## src/logic/ethBusPkg.sv

```systemverilog
/*
 * Shared definitions for the Ethernet chip bus controller:
 * bus word types, command word fields, status bits and AXI register map
 */

package ethBusPkg;

    // ---------------------
    // Widths with a meaning
    // ---------------------
    typedef logic [7:0]  regOffset_t;   // Chip register offset 0x00..0xFF
    typedef logic [15:0] busWord_t;     // Word on the chip address/data bus
    typedef logic [3:0]  axiAddr_t;     // AXI4-Lite byte address
    typedef logic [31:0] axiData_t;     // AXI data word

    // ---------------------
    // Command word layout
    // 0(4) DMA Reset Write Word Offset(8) Data(16)
    // ---------------------
    localparam int CmdDmaBit    = 27;
    localparam int CmdResetBit  = 26;
    localparam int CmdWriteBit  = 25;
    localparam int CmdWordBit   = 24;   // 1 for 16-bit access, 0 for byte
    localparam int CmdOffsetLsb = 16;   // Offset in bits 23..16
    localparam int CmdDataLsb   = 0;    // Data in bits 15..0

    // ---------------------
    // Status word layout
    // ---------------------
    localparam int StatPresentBit = 31;
    localparam int StatErrorBit   = 30;
    localparam int StatInitReqBit = 28;
    localparam int StatIdleBit    = 19;  // Bus engine idle, lastData in 15..0

    // ---------------------
    // AXI register map
    // ---------------------
    localparam axiAddr_t RegCommand = 4'h0;
    localparam axiAddr_t RegStatus  = 4'h4;
    localparam axiAddr_t RegControl = 4'h8;  // Bit 0 clears init request

endpackage

```

## src/logic/ethAxiRegs.sv

```systemverilog
/*
 * AXI4-Lite register slave for the Ethernet chip bus controller
 * Command, status and control registers, command and reset pulses
 */

`timescale 1ns/1ps

module ethAxiRegs (
    input  logic                 sysclk,
    input  logic                 reset,
    // AXI4-Lite slave
    input  ethBusPkg::axiAddr_t  awaddr,
    input  logic                 awvalid,
    output logic                 awready,
    input  ethBusPkg::axiData_t  wdata,
    input  logic                 wvalid,
    output logic                 wready,
    output logic                 bvalid,
    input  logic                 bready,
    output logic [1:0]           bresp,
    input  ethBusPkg::axiAddr_t  araddr,
    input  logic                 arvalid,
    output logic                 arready,
    output logic                 rvalid,
    input  logic                 rready,
    output ethBusPkg::axiData_t  rdata,
    output logic [1:0]           rresp,
    // Bus cycle engine
    input  logic                 busIdle,
    input  ethBusPkg::busWord_t  lastData,
    output logic                 cmdStart,
    output logic                 cmdDma,
    output logic                 cmdWrite,
    output logic                 cmdWord,
    output ethBusPkg::regOffset_t cmdOffset,
    output ethBusPkg::busWord_t  cmdData,
    // Reset sequencer
    input  logic                 initReq,
    input  logic                 chipReady,
    output logic                 softReset,
    output logic                 initClear
);

    logic                wrFire;       // Write address and data taken this cycle
    logic                rdFire;       // Read address taken this cycle
    logic                cmdWriteEn;   // Write to command register, not a reset
    logic                busBusy;
    logic                errorFlag;    // Command dropped while busy or not ready
    ethBusPkg::axiData_t statusWord;

    assign bresp = 2'b00;   // Always OKAY
    assign rresp = 2'b00;

    assign wrFire  = awready && awvalid && wvalid;
    assign rdFire  = arready && arvalid;
    assign busBusy = !busIdle || cmdStart || !chipReady;  // cmdStart covers the launch cycle

    assign cmdWriteEn = wrFire && (awaddr == ethBusPkg::RegCommand)
                        && !wdata[ethBusPkg::CmdResetBit];

    // --------------------
    // Status word
    // --------------------
    always_comb begin
        statusWord = '0;
        statusWord[ethBusPkg::StatPresentBit] = 1'b1;   // Chip always fitted
        statusWord[ethBusPkg::StatErrorBit]   = errorFlag;
        statusWord[ethBusPkg::StatInitReqBit] = initReq;
        statusWord[ethBusPkg::StatIdleBit]    = busIdle;
        statusWord[15:0]                      = lastData;
    end

    // --------------------
    // Write channel
    // --------------------
    always_ff @(posedge sysclk or negedge reset) begin
        if (!reset) begin
            awready   <= 1'b0;
            wready    <= 1'b0;
            bvalid    <= 1'b0;
            cmdStart  <= 1'b0;
            softReset <= 1'b0;
            initClear <= 1'b0;
            errorFlag <= 1'b0;
        end else begin
            // Both ready together for one cycle unless a response is pending
            awready <= awvalid && wvalid && !awready && !bvalid;
            wready  <= awvalid && wvalid && !awready && !bvalid;

            if (wrFire)
                bvalid <= 1'b1;
            else if (bready)
                bvalid <= 1'b0;   // Response held until taken

            softReset <= wrFire && (awaddr == ethBusPkg::RegCommand)
                         && wdata[ethBusPkg::CmdResetBit];
            initClear <= wrFire && (awaddr == ethBusPkg::RegControl) && wdata[0];
            cmdStart  <= cmdWriteEn && !busBusy;

            if (cmdWriteEn)
                errorFlag <= busBusy;   // Set on drop, cleared on accept
        end
    end

    // Command fields stay valid alongside cmdStart
    always_ff @(posedge sysclk) begin
        if (cmdWriteEn && !busBusy) begin
            cmdDma    <= wdata[ethBusPkg::CmdDmaBit];
            cmdWrite  <= wdata[ethBusPkg::CmdWriteBit];
            cmdWord   <= wdata[ethBusPkg::CmdWordBit];
            cmdOffset <= wdata[ethBusPkg::CmdOffsetLsb +: 8];
            cmdData   <= wdata[ethBusPkg::CmdDataLsb +: 16];
        end
    end

    // --------------------
    // Read channel
    // --------------------
    always_ff @(posedge sysclk or negedge reset) begin
        if (!reset) begin
            arready <= 1'b0;
            rvalid  <= 1'b0;
        end else begin
            arready <= arvalid && !arready && !rvalid;  // One-cycle pulse
            if (rdFire)
                rvalid <= 1'b1;
            else if (rready)
                rvalid <= 1'b0;
        end
    end

    always_ff @(posedge sysclk) begin
        if (rdFire)   // Data frozen while rvalid waits
            rdata <= (araddr == ethBusPkg::RegStatus) ? statusWord : '0;
    end

endmodule

```

## config.mk

```make
export PLATFORM = sky130hd
export DESIGN_NAME = ethAxiRegs
export DESIGN_NICKNAME = d
export VERILOG_FILES = /design/src/logic/ethBusPkg.sv /design/src/logic/ethAxiRegs.sv
export SDC_FILE = /design/constraint.sdc
export NUM_CORES = 1
export LEC_CHECK = 0
export BUFFER_PORTS_ARGS = -buffer_cell sky130_fd_sc_hd__clkbuf_2
export CAP_MARGIN = 20
export CORE_MARGIN = 3
export CORE_UTILIZATION = 37
export CTS_BUF_LIST = sky130_fd_sc_hd__clkbuf_16
export DETAILED_ROUTE_END_ITERATION = 12
export HOLD_SLACK_MARGIN = 0.05
export PLACE_DENSITY = 0.73
export SYNTH_ARGS = -nofsm -noshare
export SYNTH_HDL_FRONTEND = slang
export SYNTH_SLANG_ARGS = --single-unit
```

## constraint.sdc

```tcl
create_clock -name sysclk -period 2.5 [get_ports sysclk]
set_input_delay 0.25 -clock sysclk [delete_from_list [all_inputs] [get_ports sysclk]]
set_output_delay 0.25 -clock sysclk [all_outputs]
set_load 0.01 [all_outputs]
```

==> out/metrics.cfg <==
[status]
status = completed

[hold_path]
hold_start = wdata[6]
hold_class = input port to flop

[yosys]
ys_ff_latch = 55
synth_edf_count = 47
syn_area_sq_mm = 0.00200
synthCells = 114
synthFlopType = edfxtp_1
ys_warn_count = 0
async_flop_share = 0.145
yosysSeqAreaShare = 0.806
postSynthAreaPerCell_sq_um = 17.5
synthDistinctLibCells = 20

[layout]
fill_cells = 432
num_antenna_cells = 0
top_register = rdata
stdcell_area_sq_mm = 0.00278
final_cell_mix = clkbuf_2 (116), edfxtp_1 (47), and2_1 (20)
nets = 303
multiInputGateArea_sq_um = 310
areaGrowthSynthToFinish_pct = 39.1
stdcell_count = 308
seqCellArea_sq_mm = 0.00161
drive_above_1_share = 0.550
top_regs = rdata: 20 flops, cmdData: 16 flops, cmdOffset: 8 flops
fin_util = 0.538
largest_reg_flops = 20
mostFrequentLayoutCell = clkbuf_2

[global_routing]
grt_pass1_vias = 1179
grt_max_degree = 29
grt-busiest-layer = met2
grt_pass1_wl_microns = 5900
gr-usage-met2 = 0.219
grt_overflow = 0
antenna_found_initial = 0
use_met1 = 0.148
gr-usage-all-layers = 0.126
met3_usage = 0.0372

[critical_path]
crit_start = wready
cpMaxStageDelayCell = or3_4
critPathArrivalTime_ns = 1.76
reg2reg_from = wready
crit_type = flop to flop
slowest_delay_ns = 0.41
worstSetupEndpointType = flop
cp-start-kind = flop
critPathTopFamily = simple AND/OR/NAND/NOR gates
path_cells = nand3_1, or3_4, nor3_4, buf_4
cp.required_ns = 2.46
critPathBufInv = 1
cp_max_fo = 28

[timing]
rsz0062_at_grt = no
max_freq_mhz = 556
period_needed_ns = 1.80
setup_viol = 0
skew_ns = 0.00209
relSlewSlack = 0.411
slew_violations = 0
hold_viol_final = 0
whs_ns = 0.135
fin_crit_sh = 0.720
tightest_slew_ns = 0.883
tns_ns = 0

[power]
power.density_mw_per_mm2 = 656
ir_drop_v = 0.000342
cellLeakagePower_nw = 1.29

[route]
remaining_drc_errors = 0
viasPerCell = 4.23
wl_microns = 4200
wl_per_cell_microns = 13.6
vias = 1304
drtAntennaViolNets = 0
first_iter_violations = 64
detail_route.first_pass.iterations = 4

[cts]
hold_buffers = 1
clkLatencyLatePin_ns = 0.28
cts_tree = done
cts-root-buf = clkbuf_16
htree_num_levels = 2
clk_pin_slew_ns = 0.07
post_cts_resize_count = 0
numCtsBuffers = 5
cts.sinks = 55
clockBufferDepth = 2
postCtsSetupBuffers = 0

[floorplanning]
dieHeight_microns = 79.5
coreArea_sq_mm = 0.00517
die_x_microns = 79.5
io-pin-count = 137
initial_utilization = 0.387
die_area_sq_mm = 0.00632
rows = 26

[placement]
place.gp.congestion = 0.673
port_buffers = 116
post_dp_cell_area_sq_mm = 0.00262
post-dp-hpwl_microns = 3310
place_inst = 299

[job]
max-cap-violations = 0

-- report_power, final --
group          switching (mW)  internal [mW]
combinational          0.0637         0.0577
clock                   0.301          0.375
sequential            0.00890           1.02
total                   0.374           1.45
-- cells by family (layout without fill, tap and decap cells) --
group                  count (synthesis)  in the layout  synth area share
flip-flops                            55             55             0.806
AND/OR/NAND/NOR                       33             33             0.107
other                                  1             16           0.00188
buffers and inverters                 22            131            0.0732
AO/OA/AOI/OAI                          2              2           0.00626
multiplexers                           1              1           0.00563
-- area by class of cell --
type / count / share of cell area
flip-flops and latches: 55 / 0.579
multi-input cells: 52 / 0.112
clock buffers: 5 / 0.0450
repair buffers: 120 / 0.220
inverters: 3 / 0.00405
clock inverters: 3 / 0.00810
well taps: 70 / 0.0315
-- worst reg2reg max path, delay by kind of cell, from the launching register on --
| kind | cells | cell delay (ns) |
|---|---|---|
| simple gates | 3 | 0.72 |
| flops | 1 | 0.40 |
| buf+inv | 1 | 0.34 |
-- layer usage --
metal | part of all wire | up-vias
met1 | 0.37 | 591
li1 | - | 619
met4 | 0.016 | 0
met5 | 0 | -
met3 | 0.12 | 6
met2 | 0.49 | 88
-- stage by stage --
| step | setup slack [ns] | total power [mW] |
|---|---|---|
| finish | 0.701 | 1.82 |
| global route | 0.605 | 1.90 |
| CTS | 0.690 | 1.84 |
| detailed placement | 0.583 | 1.17 |
| global placement | 0.593 | 1.16 |
| floorplan | 0.381 | 1.11 |
-- final timing paths --
check / to / slack [ns] / cells past startpoint
setup / recovery: cmdWord / 0.70 / 4
setup reg to reg: cmdWord / 0.70 / 4
hold / removal: cmdData[6] / 0.14 / 1
hold reg to reg: arready / 0.45 / 1
max in group asynchronous: bvalid / 1.96 / 2
min in group asynchronous: arready / 0.35 / 2
-- Yosys cell counts (2+ instances only) --
cell type   n  area share
inv_1       3      0.0056
nand2_1     2      0.0038
nor3_1      2      0.0050
edfxtp_1   47        0.71
buf_4      17       0.064
and2_1     20       0.063
clkbuf_1    2      0.0038
or3_4       2       0.011
dfrtp_1     8        0.10
Power figures use the tool's default switching activity.
