===== src/logic/ethChipReset.sv =====
/*
 * Chip reset sequencer: reset pin low time, settling wait,
 * init request flag and chip ready indication
 */

`timescale 1ns/1ps

module ethChipReset #(
    parameter int ResetAssertCycles = 491520,   // 10 ms at 49.152 MHz
    parameter int ResetWaitCycles   = 2457600   // 50 ms settling
) (
    input  logic sysclk,
    input  logic reset,
    input  logic softReset,   // Restart the sequence
    input  logic initClear,   // Software took the init request
    output logic chipRstN,
    output logic initReq,
    output logic chipReady
);

    localparam int MaxCycles = (ResetAssertCycles > ResetWaitCycles) ?
                               ResetAssertCycles : ResetWaitCycles;
    localparam int CntWidth  = $clog2(MaxCycles + 1);

    typedef enum logic [1:0] {
        RstAssert,  // Chip reset pin held low
        RstWait,    // Pin released, chip settling
        RstReady
    } rstState_t;

    rstState_t           state;
    logic [CntWidth-1:0] count;

    assign chipRstN  = (state != RstAssert);
    assign chipReady = (state == RstReady);

    always_ff @(posedge sysclk or negedge reset) begin
        if (!reset) begin
            state   <= RstAssert;
            count   <= '0;
            initReq <= 1'b0;
        end else if (softReset) begin
            state   <= RstAssert;   // Start over, drop readiness
            count   <= '0;
            initReq <= 1'b0;
        end else begin
            case (state)
                RstAssert: begin
                    if (count == CntWidth'(ResetAssertCycles - 1)) begin
                        state <= RstWait;
                        count <= '0;
                    end else begin
                        count <= count + 1'b1;
                    end
                end
                RstWait: begin
                    if (count == CntWidth'(ResetWaitCycles - 1)) begin
                        state   <= RstReady;
                        initReq <= 1'b1;   // Ask software to set up the chip
                    end else begin
                        count <= count + 1'b1;
                    end
                end
                default: begin
                    if (initClear)
                        initReq <= 1'b0;
                end
            endcase
        end
    end

endmodule


===== config.mk =====
export PLATFORM = sky130hd
export DESIGN_NAME = ethChipReset
export DESIGN_NICKNAME = d
export VERILOG_FILES = /design/src/logic/ethChipReset.sv
export SDC_FILE = /design/constraint.sdc
export NUM_CORES = 1
export LEC_CHECK = 0
export ABC_AREA = 1
export BUFFER_PORTS_ARGS = -buffer_cell sky130_fd_sc_hd__buf_4
export CORE_MARGIN = 2
export CORE_UTILIZATION = 50
export CTS_CLUSTER_SIZE = 24
export DETAILED_ROUTE_END_ITERATION = 10
export PLACE_DENSITY = 0.72
export REMOVE_ABC_BUFFERS = 1
export SETUP_SLACK_MARGIN = 0.05
export SYNTH_ARGS = -nofsm -noshare
export SYNTH_HDL_FRONTEND = slang
export SYNTH_SLANG_ARGS = --single-unit
export TNS_END_PERCENT = 5

===== constraint.sdc =====
create_clock -name sysclk -period 1.7 [get_ports sysclk]
set_clock_uncertainty 0.15 [all_clocks]
set_input_delay 0.255 -clock sysclk [delete_from_list [all_inputs] [get_ports sysclk]]
set_output_delay 0.255 -clock sysclk [all_outputs]
set_load 0.05 [all_outputs]

==> impl_results.md, run 1 <==
* Hold Path Cell Cnt at 4
* Multi-input gate area at 1140 µm²
* R2r setup slk at approximately 0.016 ns
* Final period utilization at between 90% and 100%
* Clk slew on worst S/H paths at about 0.090 ns
* Grt total ovfl at 0
* Cts bufs inserted at 3
* Fraction of registers with async set/reset at between 90% and 100%
* Vias post-DR at roughly 1900
* Critical path arrival at 1.69 ns
* Avg Vias per Cell at 5.29
* Clock sink count at 25
* Worst min path class: in -> reg
* Largest net degree at the start of global routing at 26
* Synth warnings at 0
* RSZ-0062 raised after global routing: yes
* RD Place Congestion at about 0.9
* Chip width at about 65 µm
* Leakage at between 1 and 1.5 nW
* CTS root buf: clkbuf_8
* Die height at between 60 and 70 µm
* Max Cap Violations at 0
* Relative slew slack at between 70% and 80%
* IO buf count at 6
* First-pass GRT wire length at between 8000 and 9000 µm
* Met2 WL at about 2400 µm
* CTS tree: yes
* Slowest cell delay on critical path at 0.40 ns
* Layout cells sized above 1 at approximately 28%
* CP Launch Type: register
* Core Area at about 3600 µm²
* Final #Nets at 321
* Tightest Pin Transition at roughly 0.36 ns
* I/O pin cnt at 7
* Crit path kind: reg -> reg
* Top Layer Used: met4
* Initial antenna violation count at 0
* Routed WL at ~5000 µm
* M1 WL at between 2000 and 2500 µm
* Fillers at 330
* Top delay family on crit path: simple AND/OR/NAND/NOR gates
* Antenna cells at 0
* Clk_lat worst skew at 0.27 ns
* Hold_ws at ~0.17 ns
* Status: finished, final reports clean
* Maximum vdd ir drop at about 0.3 mV
* Post-DP HPWL at 3620 µm
* R2r endpoint: count[21]$_DFFE_PN0P_
* Launch point of the worst reg-to-reg path: count[1]$_DFFE_PN0P_
* Pwr per Cell Area at about 800 nW/µm²
* Hold Path Origin: softReset
* Final Core Density at 65.5%
* Dpl cell area at between 2000 and 2500 µm²
* Final Hold Fails at 0
* FF/Latch Area at 626 µm²
* Area Overhead vs Synth at 27.6%
* Cells after Synth at 271
* Std-Cell Rows at 22
* Final Slew Violations at 0
* Hold Crit Endpoint: count[6]$_DFFE_PN0P_
* H-tree levels at 1
* Count of cell types in the netlist at 28
* Metal3 WL at approximately 360 µm
* F_max at just under 0.6 GHz
* Longest Clk Path Bufs at 2
* FF-to-FF path depth at 9
* Critical path endpoint category: register
* Ys flop type: dfrtp_1
* GRT Total Usage at about a quarter
* Cells along the critical path: ha_4 > nand2_4 > nor2_8 > nand2_4 > nor2_8 > nand4_4 > nand2_8 > buf_6 > o21ai_0
* Crit path required time at approximately 1.7 ns
* Remaining DRCs at 0
* Per-cell routed wire length at between 10 and 15 µm
* Crit-path max FO at 6
* Post-DRT Antenna Nets at 0
* Fin crit period at ~1.7 ns
* Initial Utilization at between 50% and 60%
* Crit-path slowest cell: dfrtp_1
* CP bufs+invs at 1
* Drt pass-1 iters at 4
* Final setup viols at 0
* Number of flops mapped to enable cells by yosys at 0
* Finished Cell Area at around 2400 µm²
* DIE AREA at between 4000 and 5000 µm²
* Seq cells post-synth at 25
* Syn avg cell area at roughly 7 µm²
* Seq/Total Area, Yosys at 33.8%
* Synth Cell Area at 1850 µm²
* Vias in the first global route at about 1900
* First DRT Iteration DRCs at 120
-- per-layer routing --
layer,GRT usage [%],vias to the layer above
li1,-,968
met1,35.8,876
met2,43.9,70
met3,2.26,8
met4,10.1,0
met5,0,-
-- timing repair --
item / in CTS / in global routing
hold buffers: 1 / 0
buffers inserted: 0 / 1
gates cloned: 2 / 0
endpoints found under the setup margin: 22 / 24
resized for setup: 17 / 20
hold endpoints to repair: 25 / 0
pin swaps: 3 / 3
-- tightest hold or removal path, delay by kind of cell --
family,cells,cell delay [ns]
AO/OA/AOI/OAI,1,0.04
buffers and inverters,1,0.13
AND/OR/NAND/NOR,2,0.12
-- power breakdown --
| group | internal [mW] | switching (mW) |
|---|---|---|
| Combinational | 0.291 | 0.512 |
| Clock | 0.164 | 0.195 |
| Sequential | 0.643 | 0.0558 |
-- logic make-up after synthesis --
kind of cell               count (synthesis)  share of synthesized area [%]
buffers and inverters                     40                           9.12
and+or+nand+nor                          174                           45.9
AOI/OAI and AO/OA                         25                           7.64
adders and majority gates                  1                          0.676
xor gates and xnor gates                   6                           2.84
DFF                                       25                           33.8
-- sequential cells by signal (all words and copies together), names as in the netlist --
signal and count:
state 2, initReq 1, count 22
-- Yosys cell counts, types with 3 or more instances --
master / instances / area share (%)
nand3_2: 7 / 3.8
inv_2: 3 / 0.61
nor2_1: 32 / 6.5
a21oi_1: 9 / 2.4
o21ai_0: 11 / 3.0
nand2_1: 79 / 16
inv_1: 32 / 6.5
o21ai_2: 3 / 1.4
xor2_1: 6 / 2.8
nand4_1: 8 / 2.7
dfrtp_1: 25 / 34
nand3_1: 28 / 7.6
nor3_1: 8 / 2.2
-- layout make-up --
| class | count | area share [%] |
|---|---|---|
| Clock inverter | 1 | 0.212 |
| Timing Repair Buffer | 43 | 14.4 |
| Clock buffer | 3 | 1.75 |
| Inverter | 36 | 6.04 |
| Tap cell | 48 | 2.54 |
| Sequential cell | 25 | 26.5 |
| Multi-Input combinational cell | 206 | 48.3 |
| Timing Repair inverter | 1 | 0.265 |
-- worst max path at each step --
stage                               startpoint                     to  slack, ns  depth (start not counted)
after floorplan           count[0]$_DFFE_PN0P_  count[12]$_DFFE_PN0P_      -0.17                         10
after global routing      count[9]$_DFFE_PN0P_  count[21]$_DFFE_PN0P_      -0.11                          9
after CTS                 count[1]$_DFFE_PN0P_  count[10]$_DFFE_PN0P_      0.005                         10
final                     count[1]$_DFFE_PN0P_  count[21]$_DFFE_PN0P_       0.02                          9
after detailed placement  count[0]$_DFFE_PN0P_  count[14]$_DFFE_PN0P_      -0.05                          9
after global placement    count[0]$_DFFE_PN0P_  count[12]$_DFFE_PN0P_      -0.05                          9
-- cell usage in the layout (no fill, tap or decap), types with 2 or more instances in the layout --
cell type / n
nand3_1: 26
o21ai_1: 7
nor3_2: 2
nor2_1: 29
nand4_1: 8
nand3_2: 9
o21ai_0: 3
dfrtp_1: 25
nand2_4: 2
nor3_1: 5
a21oi_1: 9
xor2_1: 6
nor2_2: 4
clkbuf_8: 3
and2_1: 2
nor2_8: 2
nand2_2: 7
buf_4: 38
buf_6: 4
o21ai_2: 4
inv_2: 5
nand2_1: 73
inv_1: 30
-- metrics by stage --
step / std cells / setup slack [ns] / TNS, ns / total power, mW
CTS: 362 / 0.00536 / 0 / 1.84
finish: 363 / 0.0157 / 0 / 1.86
floorplan: 267 / -0.167 / -2.16 / 1.09
global placement: 355 / -0.0489 / -0.179 / 1.37
detailed placement: 355 / -0.0508 / -0.369 / 1.38
global route: 363 / -0.114 / -1.64 / 1.98
Power figures use the tool's default switching activity.
==> run 2, diff against run 1 <==
Settings changed: BUFFER_PORTS_ARGS -buffer_cell sky130_fd_sc_hd__buf_4 to unset, CTS_CLUSTER_SIZE 24 to 20, DONT_BUFFER_PORTS set to 1, PLACE_DENSITY 0.72 to 0.71.
==> run 2 against run 1 <==
The flow now finishes with violations (setup timing). Die area stayed put. Sequential power increased by 0.7%. Worst hold slack worse by 0.17 ns. Via count is 1.8% lower. Register-to-register slack got worse by 0.05 ns. Sequential share of layout area increased by 0.15 points. Setup slack got worse by 0.054 ns. Critical path depth up 1. Clock power rose by 2%. Combinational power is 8.3% higher. Sequential cell count is the same.
==> impl_results.md, run 2 (synthesized netlist as in run 1, its figures left out) <==
* Largest net degree at the start of global routing at 26 (unchanged)
* Area Overhead vs Synth at 27.1% (was 27.6%)
* Cts bufs inserted at 3 (unchanged)
* Leading registers by flop count: count: 22 flops, state: 2 flops, initReq: 1 flops (unchanged)
* Crit path required time at 1.72 ns (was 1.71 ns)
* Pwr per Cell Area at 825 nW/µm² (was 788 nW/µm²)
* R2r endpoint: count[8]$_DFFE_PN0P_ (was count[21]$_DFFE_PN0P_)
* CP bufs+invs at 1 (unchanged)
* Final period utilization at 102% (was 99.1%)
* Crit-path slowest cell: dfrtp_1 (unchanged)
* Clk_lat worst skew at 0.27 ns (about the same)
* RD Place Congestion at 0.867 (was 0.879)
* Critical path arrival at 1.75 ns (was 1.69 ns)
* Antenna cells at 0 (unchanged)
* Grt total ovfl at 0 (unchanged)
* Final #Nets at 315 (was 321)
* Drt pass-1 iters at 4 (unchanged)
* F_max at 0.575 GHz (was 0.594 GHz)
* H-tree levels at 1 (unchanged)
* First-pass GRT wire length at 8110 µm (was 8570 µm)
* Post-CTS Hold Buffers at 2 (was 1)
* Place WS at -0.0232 ns (was -0.0508 ns)
* Max FFs per register at 22 (unchanged)
* Total negative slack at -0.411 ns (was 0 ns)
* Maximum vdd ir drop at 0.316 mV (was 0.299 mV)
* Post-DP HPWL at 3530 µm (was 3620 µm)
* Launch point of the worst reg-to-reg path: count[1]$_DFFE_PN0P_ (unchanged)
* CP Launch Type: register (unchanged)
* First DRT Iteration DRCs at 182 (was 120)
* Crit-path max FO at 19 (was 6)
* Die height at 64.9 µm (unchanged)
* Max Cap Violations at 0 (unchanged)
* Most common cell after layout, fill and taps aside: nand2_1 (unchanged)
* Hold Path Origin: softReset (unchanged)
* Worst min path class: in -> reg (unchanged)
* Initial Utilization at 51.4% (unchanged)
* Critical path endpoint category: register (unchanged)
* Hold Crit Endpoint: count[4]$_DFFE_PN0P_ (was count[6]$_DFFE_PN0P_)
* Initial antenna violation count at 0 (unchanged)
* Top delay family on crit path: simple AND/OR/NAND/NOR gates (unchanged)
* Worst setup margin at -0.0385 ns (was 0.0157 ns)
* Relative slew slack at 68.6% (was 75.7%)
* CTS tree: yes (unchanged)
* RSZ-0062 raised after global routing: yes (unchanged)
* FF-to-FF path depth at 10 (was 9)
* Per-cell routed wire length at 14.0 µm (was 13.6 µm)
* Clk slew on worst S/H paths at 0.09 ns (about the same)
* Leakage at 1.13 nW (was 1.14 nW)
* CTS root buf: clkbuf_8 (unchanged)
* Clock sink count at 25 (unchanged)
* Std-Cell Rows at 22 (unchanged)
* Commonest non-fill, non-tap cells in the layout: nand2_1, buf_4, nor2_1 (was nand2_1, buf_4, inv_1)
* Biggest register: count (unchanged)
* Remaining DRCs at 0 (unchanged)
* Final Slew Violations at 0 (unchanged)
* Final Hold Fails at 0 (unchanged)
* Cells along the critical path: ha_4 > nand2_4 > nor2_8 > nand2_4 > nor2_8 > nand4_4 > nand2_8 > inv_8 > nand2_1 > o21ai_2 (was ha_4 > nand2_4 > nor2_8 > nand2_4 > nor2_8 > nand4_4 > nand2_8 > buf_6 > o21ai_0)
* I/O pin cnt at 7 (unchanged)
* Fin crit period at 1.74 ns (was 1.68 ns)
* DIE AREA at 4210 µm² (unchanged)
* Failing checks: setup timing
* Slowest cell delay on critical path at 0.42 ns (was 0.40 ns)
* Layout cells sized above 1 at 24.6% (was 27.9%)
* R2r setup slk at -0.04 ns (was 0.02 ns)
* IO buf count at 0 (was 6)
* Routed WL at 5020 µm (was 4950 µm)
* Core Area at 3610 µm² (unchanged)
* Tightest Pin Transition at 0.471 ns (was 0.361 ns)
* Status: finished, violations left (was finished, final reports clean)
* Hold Path Cell Cnt at 3 (was 4)
* Vias in the first global route at 1729 (was 1858)
* Crit path kind: reg -> reg (unchanged)
* Chip width at 64.9 µm (unchanged)
* Final setup viols at 23 (was 0)
* Avg Vias per Cell at 5.29 (about the same)
* Post-DRT Antenna Nets at 0 (unchanged)
* GRT Total Usage at 25.0% (was 26.5%)
* Longest Clk Path Bufs at 2 (unchanged)
* Vias post-DR at 1887 (was 1922)
## run 2: changes by cell type in the layout (fill, tap and decap cells not counted), moves of 3 or more
cell / delta
buf_4: -7
nand2_1: +6
nand2_2: -6
buf_6: -3
## run 2: worst register-to-register path, cell delays in order, from the launching register on
cell	delay, ns
dfrtp_1	0.42
ha_4	0.17
nand2_4	0.07
nor2_8	0.11
nand2_4	0.08
nor2_8	0.11
nand4_4	0.12
nand2_8	0.16
inv_8	0.09
nand2_1	0.08
o21ai_2	0.07
## run 2: cell type report
cell class	count	area (µm²)
sequential	25	627
inverter	36	143
multi-input combinational	206	1120
clock buffer	3	41.3
timing repair buffer	38	354
fill	304	1250
clock inverter	1	5.00
tap	48	60.1
## run 2: worst max path at each step
stage | start | to | slack [ns] | cells after the start
finish | count[1]$_DFFE_PN0P_ | count[8]$_DFFE_PN0P_ | -0.04 | 10
global route | count[1]$_DFFE_PN0P_ | count[18]$_DFFE_PN0P_ | -0.12 | 11
CTS | count[0]$_DFFE_PN0P_ | count[20]$_DFFE_PN0P_ | 0.003 | 9
detailed placement | count[0]$_DFFE_PN0P_ | count[0]$_DFFE_PN0P_ | -0.02 | 11
global placement | count[0]$_DFFE_PN0P_ | count[12]$_DFFE_PN0P_ | -0.03 | 9
floorplan | count[0]$_DFFE_PN0P_ | count[12]$_DFFE_PN0P_ | -0.17 | 10
## run 2: where the power goes
| group | switching [mW] | internal [mW] | total, mW |
|---|---|---|---|
| Combinational | 0.516 | 0.354 | 0.870 |
| Clock | 0.203 | 0.164 | 0.367 |
| Sequential | 0.0608 | 0.643 | 0.704 |
| Total | 0.779 | 1.16 | 1.94 |
## run 2: metrics by stage
step / area (µm²) / total power, mW / hold WS [ns] / utilization (%) / instances
final: 2350 / 1.94 / 0.000347 / 65.3 / 357
after global routing: 2350 / 2.03 / -0.00804 / 65.3 / 357
after CTS: 2220 / 1.74 / 0.00180 / 61.6 / 353
after detailed placement: 2110 / 1.34 / -0.190 / 58.6 / 346
after global placement: 2110 / 1.33 / -0.190 / 58.6 / 346
after floorplan: 1820 / 1.09 / -0.191 / - / 267
## run 2: layer usage
layer	up-vias	global-route usage (%)	routed length (µm)
li1	951	-	-
met1	854	34.8	2210
met2	67	41.0	2340
met3	15	2.08	325
met4	0	8.51	136
met5	-	0	0
## run 2: timing repair
item	4_1_cts	5_1_grt
endpoints found under the hold margin	25	2
cloned	0	2
setup endpoints to repair	22	24
pin swaps	2	3
setup buffers	1	2
resized for setup	10	20
==> run 3, diff against run 2 <==
--- a/config.mk
+++ b/config.mk
@@ -6,5 +6,4 @@
 export NUM_CORES = 1
 export LEC_CHECK = 0
-export ABC_AREA = 1
 export CORE_MARGIN = 2
 export CORE_UTILIZATION = 50
@@ -12,5 +11,5 @@
 export DETAILED_ROUTE_END_ITERATION = 10
 export DONT_BUFFER_PORTS = 1
-export PLACE_DENSITY = 0.71
+export PLACE_DENSITY = 0.68
 export REMOVE_ABC_BUFFERS = 1
 export SETUP_SLACK_MARGIN = 0.05
--- a/constraint.sdc
+++ b/constraint.sdc
@@ -3,3 +3,3 @@
 set_input_delay 0.255 -clock sysclk [delete_from_list [all_inputs] [get_ports sysclk]]
 set_output_delay 0.255 -clock sysclk [all_outputs]
-set_load 0.05 [all_outputs]
+set_load 0.02 [all_outputs]
==> run 3 against run 2 <==
The flow still finishes with violations (setup timing). Non-clock buffer count is 24 higher. Sequential share of layout area grew 2.1 points. Setup slack got worse by 0.40 ns. Sequential power decreased by 14%. Combinational power shrank 91%. Sequential cell count is the same. Clock power down 24%. Via count decreased by 15%. Worst hold slack better by 0.025 ns. Global-route usage grew 1.5 points. Final area down 7.5%. Maximum frequency shrank 19%.
==> impl_results.md, run 3 <==
* RSZ-0062 raised after global routing: yes (unchanged)
* Tightest Pin Transition at 0.388 ns (was 0.471 ns)
* Biggest register: count (unchanged)
* Die height at 59.7 µm (was 64.9 µm)
* Sequential power share at 63.0% (was 36.3%)
* H-tree levels at 1 (unchanged)
* Synth area leaders: dfrtp_1, nand3_1, nand2_1 (was dfrtp_1, nand2_1, nand3_1)
* Leakage at 0.951 nW (was 1.13 nW)
* Final setup viols at 23 (unchanged)
* Grt total ovfl at 0 (unchanged)
* Final Core Density at 72.5% (was 65.3%)
* Clk_lat worst skew at 0.32 ns (was 0.27 ns)
* Combinational power share at 7.9% (was 44.8%)
* Seq cells post-synth at 25 (unchanged)
* Top post-synthesis cells by count: dfrtp_1, nand2_1, nand3_1, nor2_1, a21oi_1 (was nand2_1, inv_1, nor2_1)
* Post-DP HPWL at 3210 µm (was 3530 µm)
* Synth warnings at 0 (unchanged)
* Chip width at 59.7 µm (was 64.9 µm)
* CP Launch Type: register (unchanged)
* CTS root buf: clkbuf_4 (was clkbuf_8)
* Post-DRT Antenna Nets at 0 (unchanged)
* Area fraction of the dominant cell type after synthesis at 40.4% (was 33.8%)
* Crit path required time at 1.76 ns (was 1.72 ns)
* Layout cells sized above 1 at 37.9% (was 24.6%)
* Most common cell after layout, fill and taps aside: buf_4 (was nand2_1)
* Cts bufs inserted at 3 (unchanged)
* Fin crit period at 2.14 ns (was 1.74 ns)
* Initial Utilization at 51.6% (was 51.4%)
* Commonest non-fill, non-tap cells in the layout: buf_4, dfrtp_1, nor2_1, nand2_1, nand3_1 (was nand2_1, buf_4, nor2_1)
* Vias post-DR at 1607 (was 1887)
* First DRT Iteration DRCs at 100 (was 182)
* First-pass GRT wire length at 7180 µm (was 8110 µm)
* Fraction of registers with async set/reset at 100% (unchanged)
* RD Place Congestion at 0.831 (was 0.867)
* Number of flops mapped to enable cells by yosys at 0 (unchanged)
* Crit-path max FO at 11 (was 19)
* Cell Int Power at 728 µW (was 1.16 mW)
* I/O pin cnt at 7 (unchanged)
* Drt pass-1 iters at 5 (was 4)
* Crit path kind: reg -> reg (unchanged)
* Avg Vias per Cell at 6.00 (was 5.29)
* Longest Clk Path Bufs at 2 (unchanged)
* Max Cap Violations at 0 (unchanged)
* Cell accounting for the most synthesized area: dfrtp_1 (unchanged)
* Per-cell routed wire length at 16.2 µm (was 14.0 µm)
* Routed WL at 4340 µm (was 5020 µm)
* Antenna cells at 0 (unchanged)
* Critical path endpoint category: register (unchanged)
* Worst min path class: in -> reg (unchanged)
* Std-Cell Rows at 20 (was 22)
* Count leader, synth: dfrtp_1 (was nand2_1)
* Cells after Synth at 174 (was 271)
* Failing checks: setup timing (unchanged)
* Final Slew Violations at 0 (unchanged)
* Final Hold Fails at 0 (unchanged)
* IO buf count at 0 (unchanged)
* Ys flop type: dfrtp_1 (unchanged)
* Maximum vdd ir drop at 0.356 mV (was 0.316 mV)
* Largest net degree at the start of global routing at 26 (unchanged)
* Seq/Total Area, Yosys at 40.4% (was 33.8%)
* Pwr per Cell Area at 441 nW/µm² (was 825 nW/µm²)
* Final period utilization at 126% (was 102%)
* F_max at 0.468 GHz (was 0.575 GHz)
* Vias in the first global route at 1576 (was 1729)
* Leading registers by flop count: count: 22 flops, state: 2 flops, initReq: 1 flops (unchanged)
* Remaining DRCs at 0 (unchanged)
* Core Area at 3000 µm² (was 3610 µm²)
* Critical path arrival at 2.20 ns (was 1.75 ns)
* Syn avg cell area at 8.91 µm² (was 6.83 µm²)
* Worst setup margin at -0.438 ns (was -0.0385 ns)
* Status: finished, violations left (unchanged)
* CTS tree: yes (unchanged)
* Clk pwr share at 29.1% (was 18.9%)
* DIE AREA at 3560 µm² (was 4210 µm²)
* Relative slew slack at 74.0% (was 68.6%)
* Initial antenna violation count at 0 (unchanged)
* Clk slew on worst S/H paths at 0.15 ns (was 0.09 ns)
* Switching share of power at 24.2% (was 40.2%)
* Total power after layout at 961 µW (was 1.94 mW)
* Buffer count from post-CTS setup fixing at 0 (was 1)
* GRT Total Usage at 26.6% (was 25.0%)
* Clock sink count at 25 (unchanged)
* Max FFs per register at 22 (unchanged)
* Area Overhead vs Synth at 40.4% (was 27.1%)
* Final #Nets at 241 (was 315)
* NetSw at 232 µW (was 779 µW)
* Synth Cell Area at 1550 µm² (was 1850 µm²)
* Count of cell types in the netlist at 47 (was 28)
## run 3: power by group through the flow
stage | Combinational, mW | Clock (mW) | Sequential, mW
2_1_floorplan | 0.0207 | 0 | 0.618
4_1_cts | 0.0732 | 0.281 | 0.605
6_report | 0.0759 | 0.280 | 0.605
5_1_grt | 0.0859 | 0.305 | 0.606
3_5_place_dp | 0.0506 | 0 | 0.616
3_3_place_gp | 0.0491 | 0 | 0.615
## run 3: worst paths after layout
kind	slack [ns]	start	depth (start not counted)	end
worst max-delay path	-0.44	count[19]$_DFFE_PN0P_	6	count[11]$_DFFE_PN0P_
worst min-delay path	0.03	softReset	3	count[2]$_DFFE_PN0P_
worst max register to register	-0.44	count[19]$_DFFE_PN0P_	6	count[11]$_DFFE_PN0P_
worst min register to register	0.48	count[1]$_DFFE_PN0P_	3	count[1]$_DFFE_PN0P_
max in group asynchronous	1.06	reset	2	count[3]$_DFFE_PN0P_
min in group asynchronous	0.20	reset	2	state[0]$_DFFE_PN0P_
## run 3: worst max-delay path, cell delays in order, from the launching register on
cell and delay, ns:
dfrtp_1 0.40, nand4b_1 0.31, nor4_4 0.43, nand3_2 0.16, o31ai_4 0.34, buf_12 0.18
a21oi_1 0.06
## run 3: timing repair
| action | in CTS | in global routing |
|---|---|---|
| gates cloned | 0 | 0 |
| pin swaps | 10 | 8 |
| hold buffers | 3 | 1 |
| endpoints found under the setup margin | 26 | 27 |
| gates resized for setup | 12 | 9 |
| hold endpoints to repair | 27 | 1 |
## run 3: final cells by class
| cell class | count | area [µm²] |
|---|---|---|
| tap | 33 | 41.3 |
| inverter | 8 | 30.0 |
| fill | 221 | 826 |
| multi-input combinational | 136 | 937 |
| clock buffer | 4 | 26.3 |
| sequential | 25 | 626 |
| timing repair buffer | 62 | 517 |
## run 3: cells by family (layout without fill, tap and decap cells)
kind of cell	count (synthesis)	count (layout)	synth area share, %
multiplexers	2	2	1.37
AO/OA/AOI/OAI	35	35	15.5
flip-flops	25	25	40.4
AND/OR/NAND/NOR	92	92	34.9
adder cells (fa/ha/maj)	1	1	0.807
buffers and inverters	13	74	3.71
XOR/XNOR	6	6	3.39
## run 3: through the flow
stage / std cells / hold slack (ns) / instance area [µm²] / setup TNS, ns / worst slack, ns
after global routing: 268 / 0.0392 / 2180 / -9.75 / -0.514
after detailed placement: 260 / -0.190 / 2010 / -6.68 / -0.367
after CTS: 267 / 0.0108 / 2120 / -6.33 / -0.355
final: 268 / 0.0250 / 2180 / -8.16 / -0.438
after global placement: 260 / -0.190 / 2010 / -5.83 / -0.301
after floorplan: 169 / -0.191 / 1520 / -5.92 / -0.440
## run 3: routing by layer
metal | part of all wire (%) | vias to the layer above | GRT usage (%) | wire [µm]
met1 | 44 | 789 | 35.2 | 1910
met2 | 50 | 45 | 46.0 | 2170
met3 | 4.7 | 7 | 2.16 | 202
met5 | 0 | - | 0 | 0
met4 | 1.3 | 0 | 7.94 | 57
li1 | - | 766 | - | -
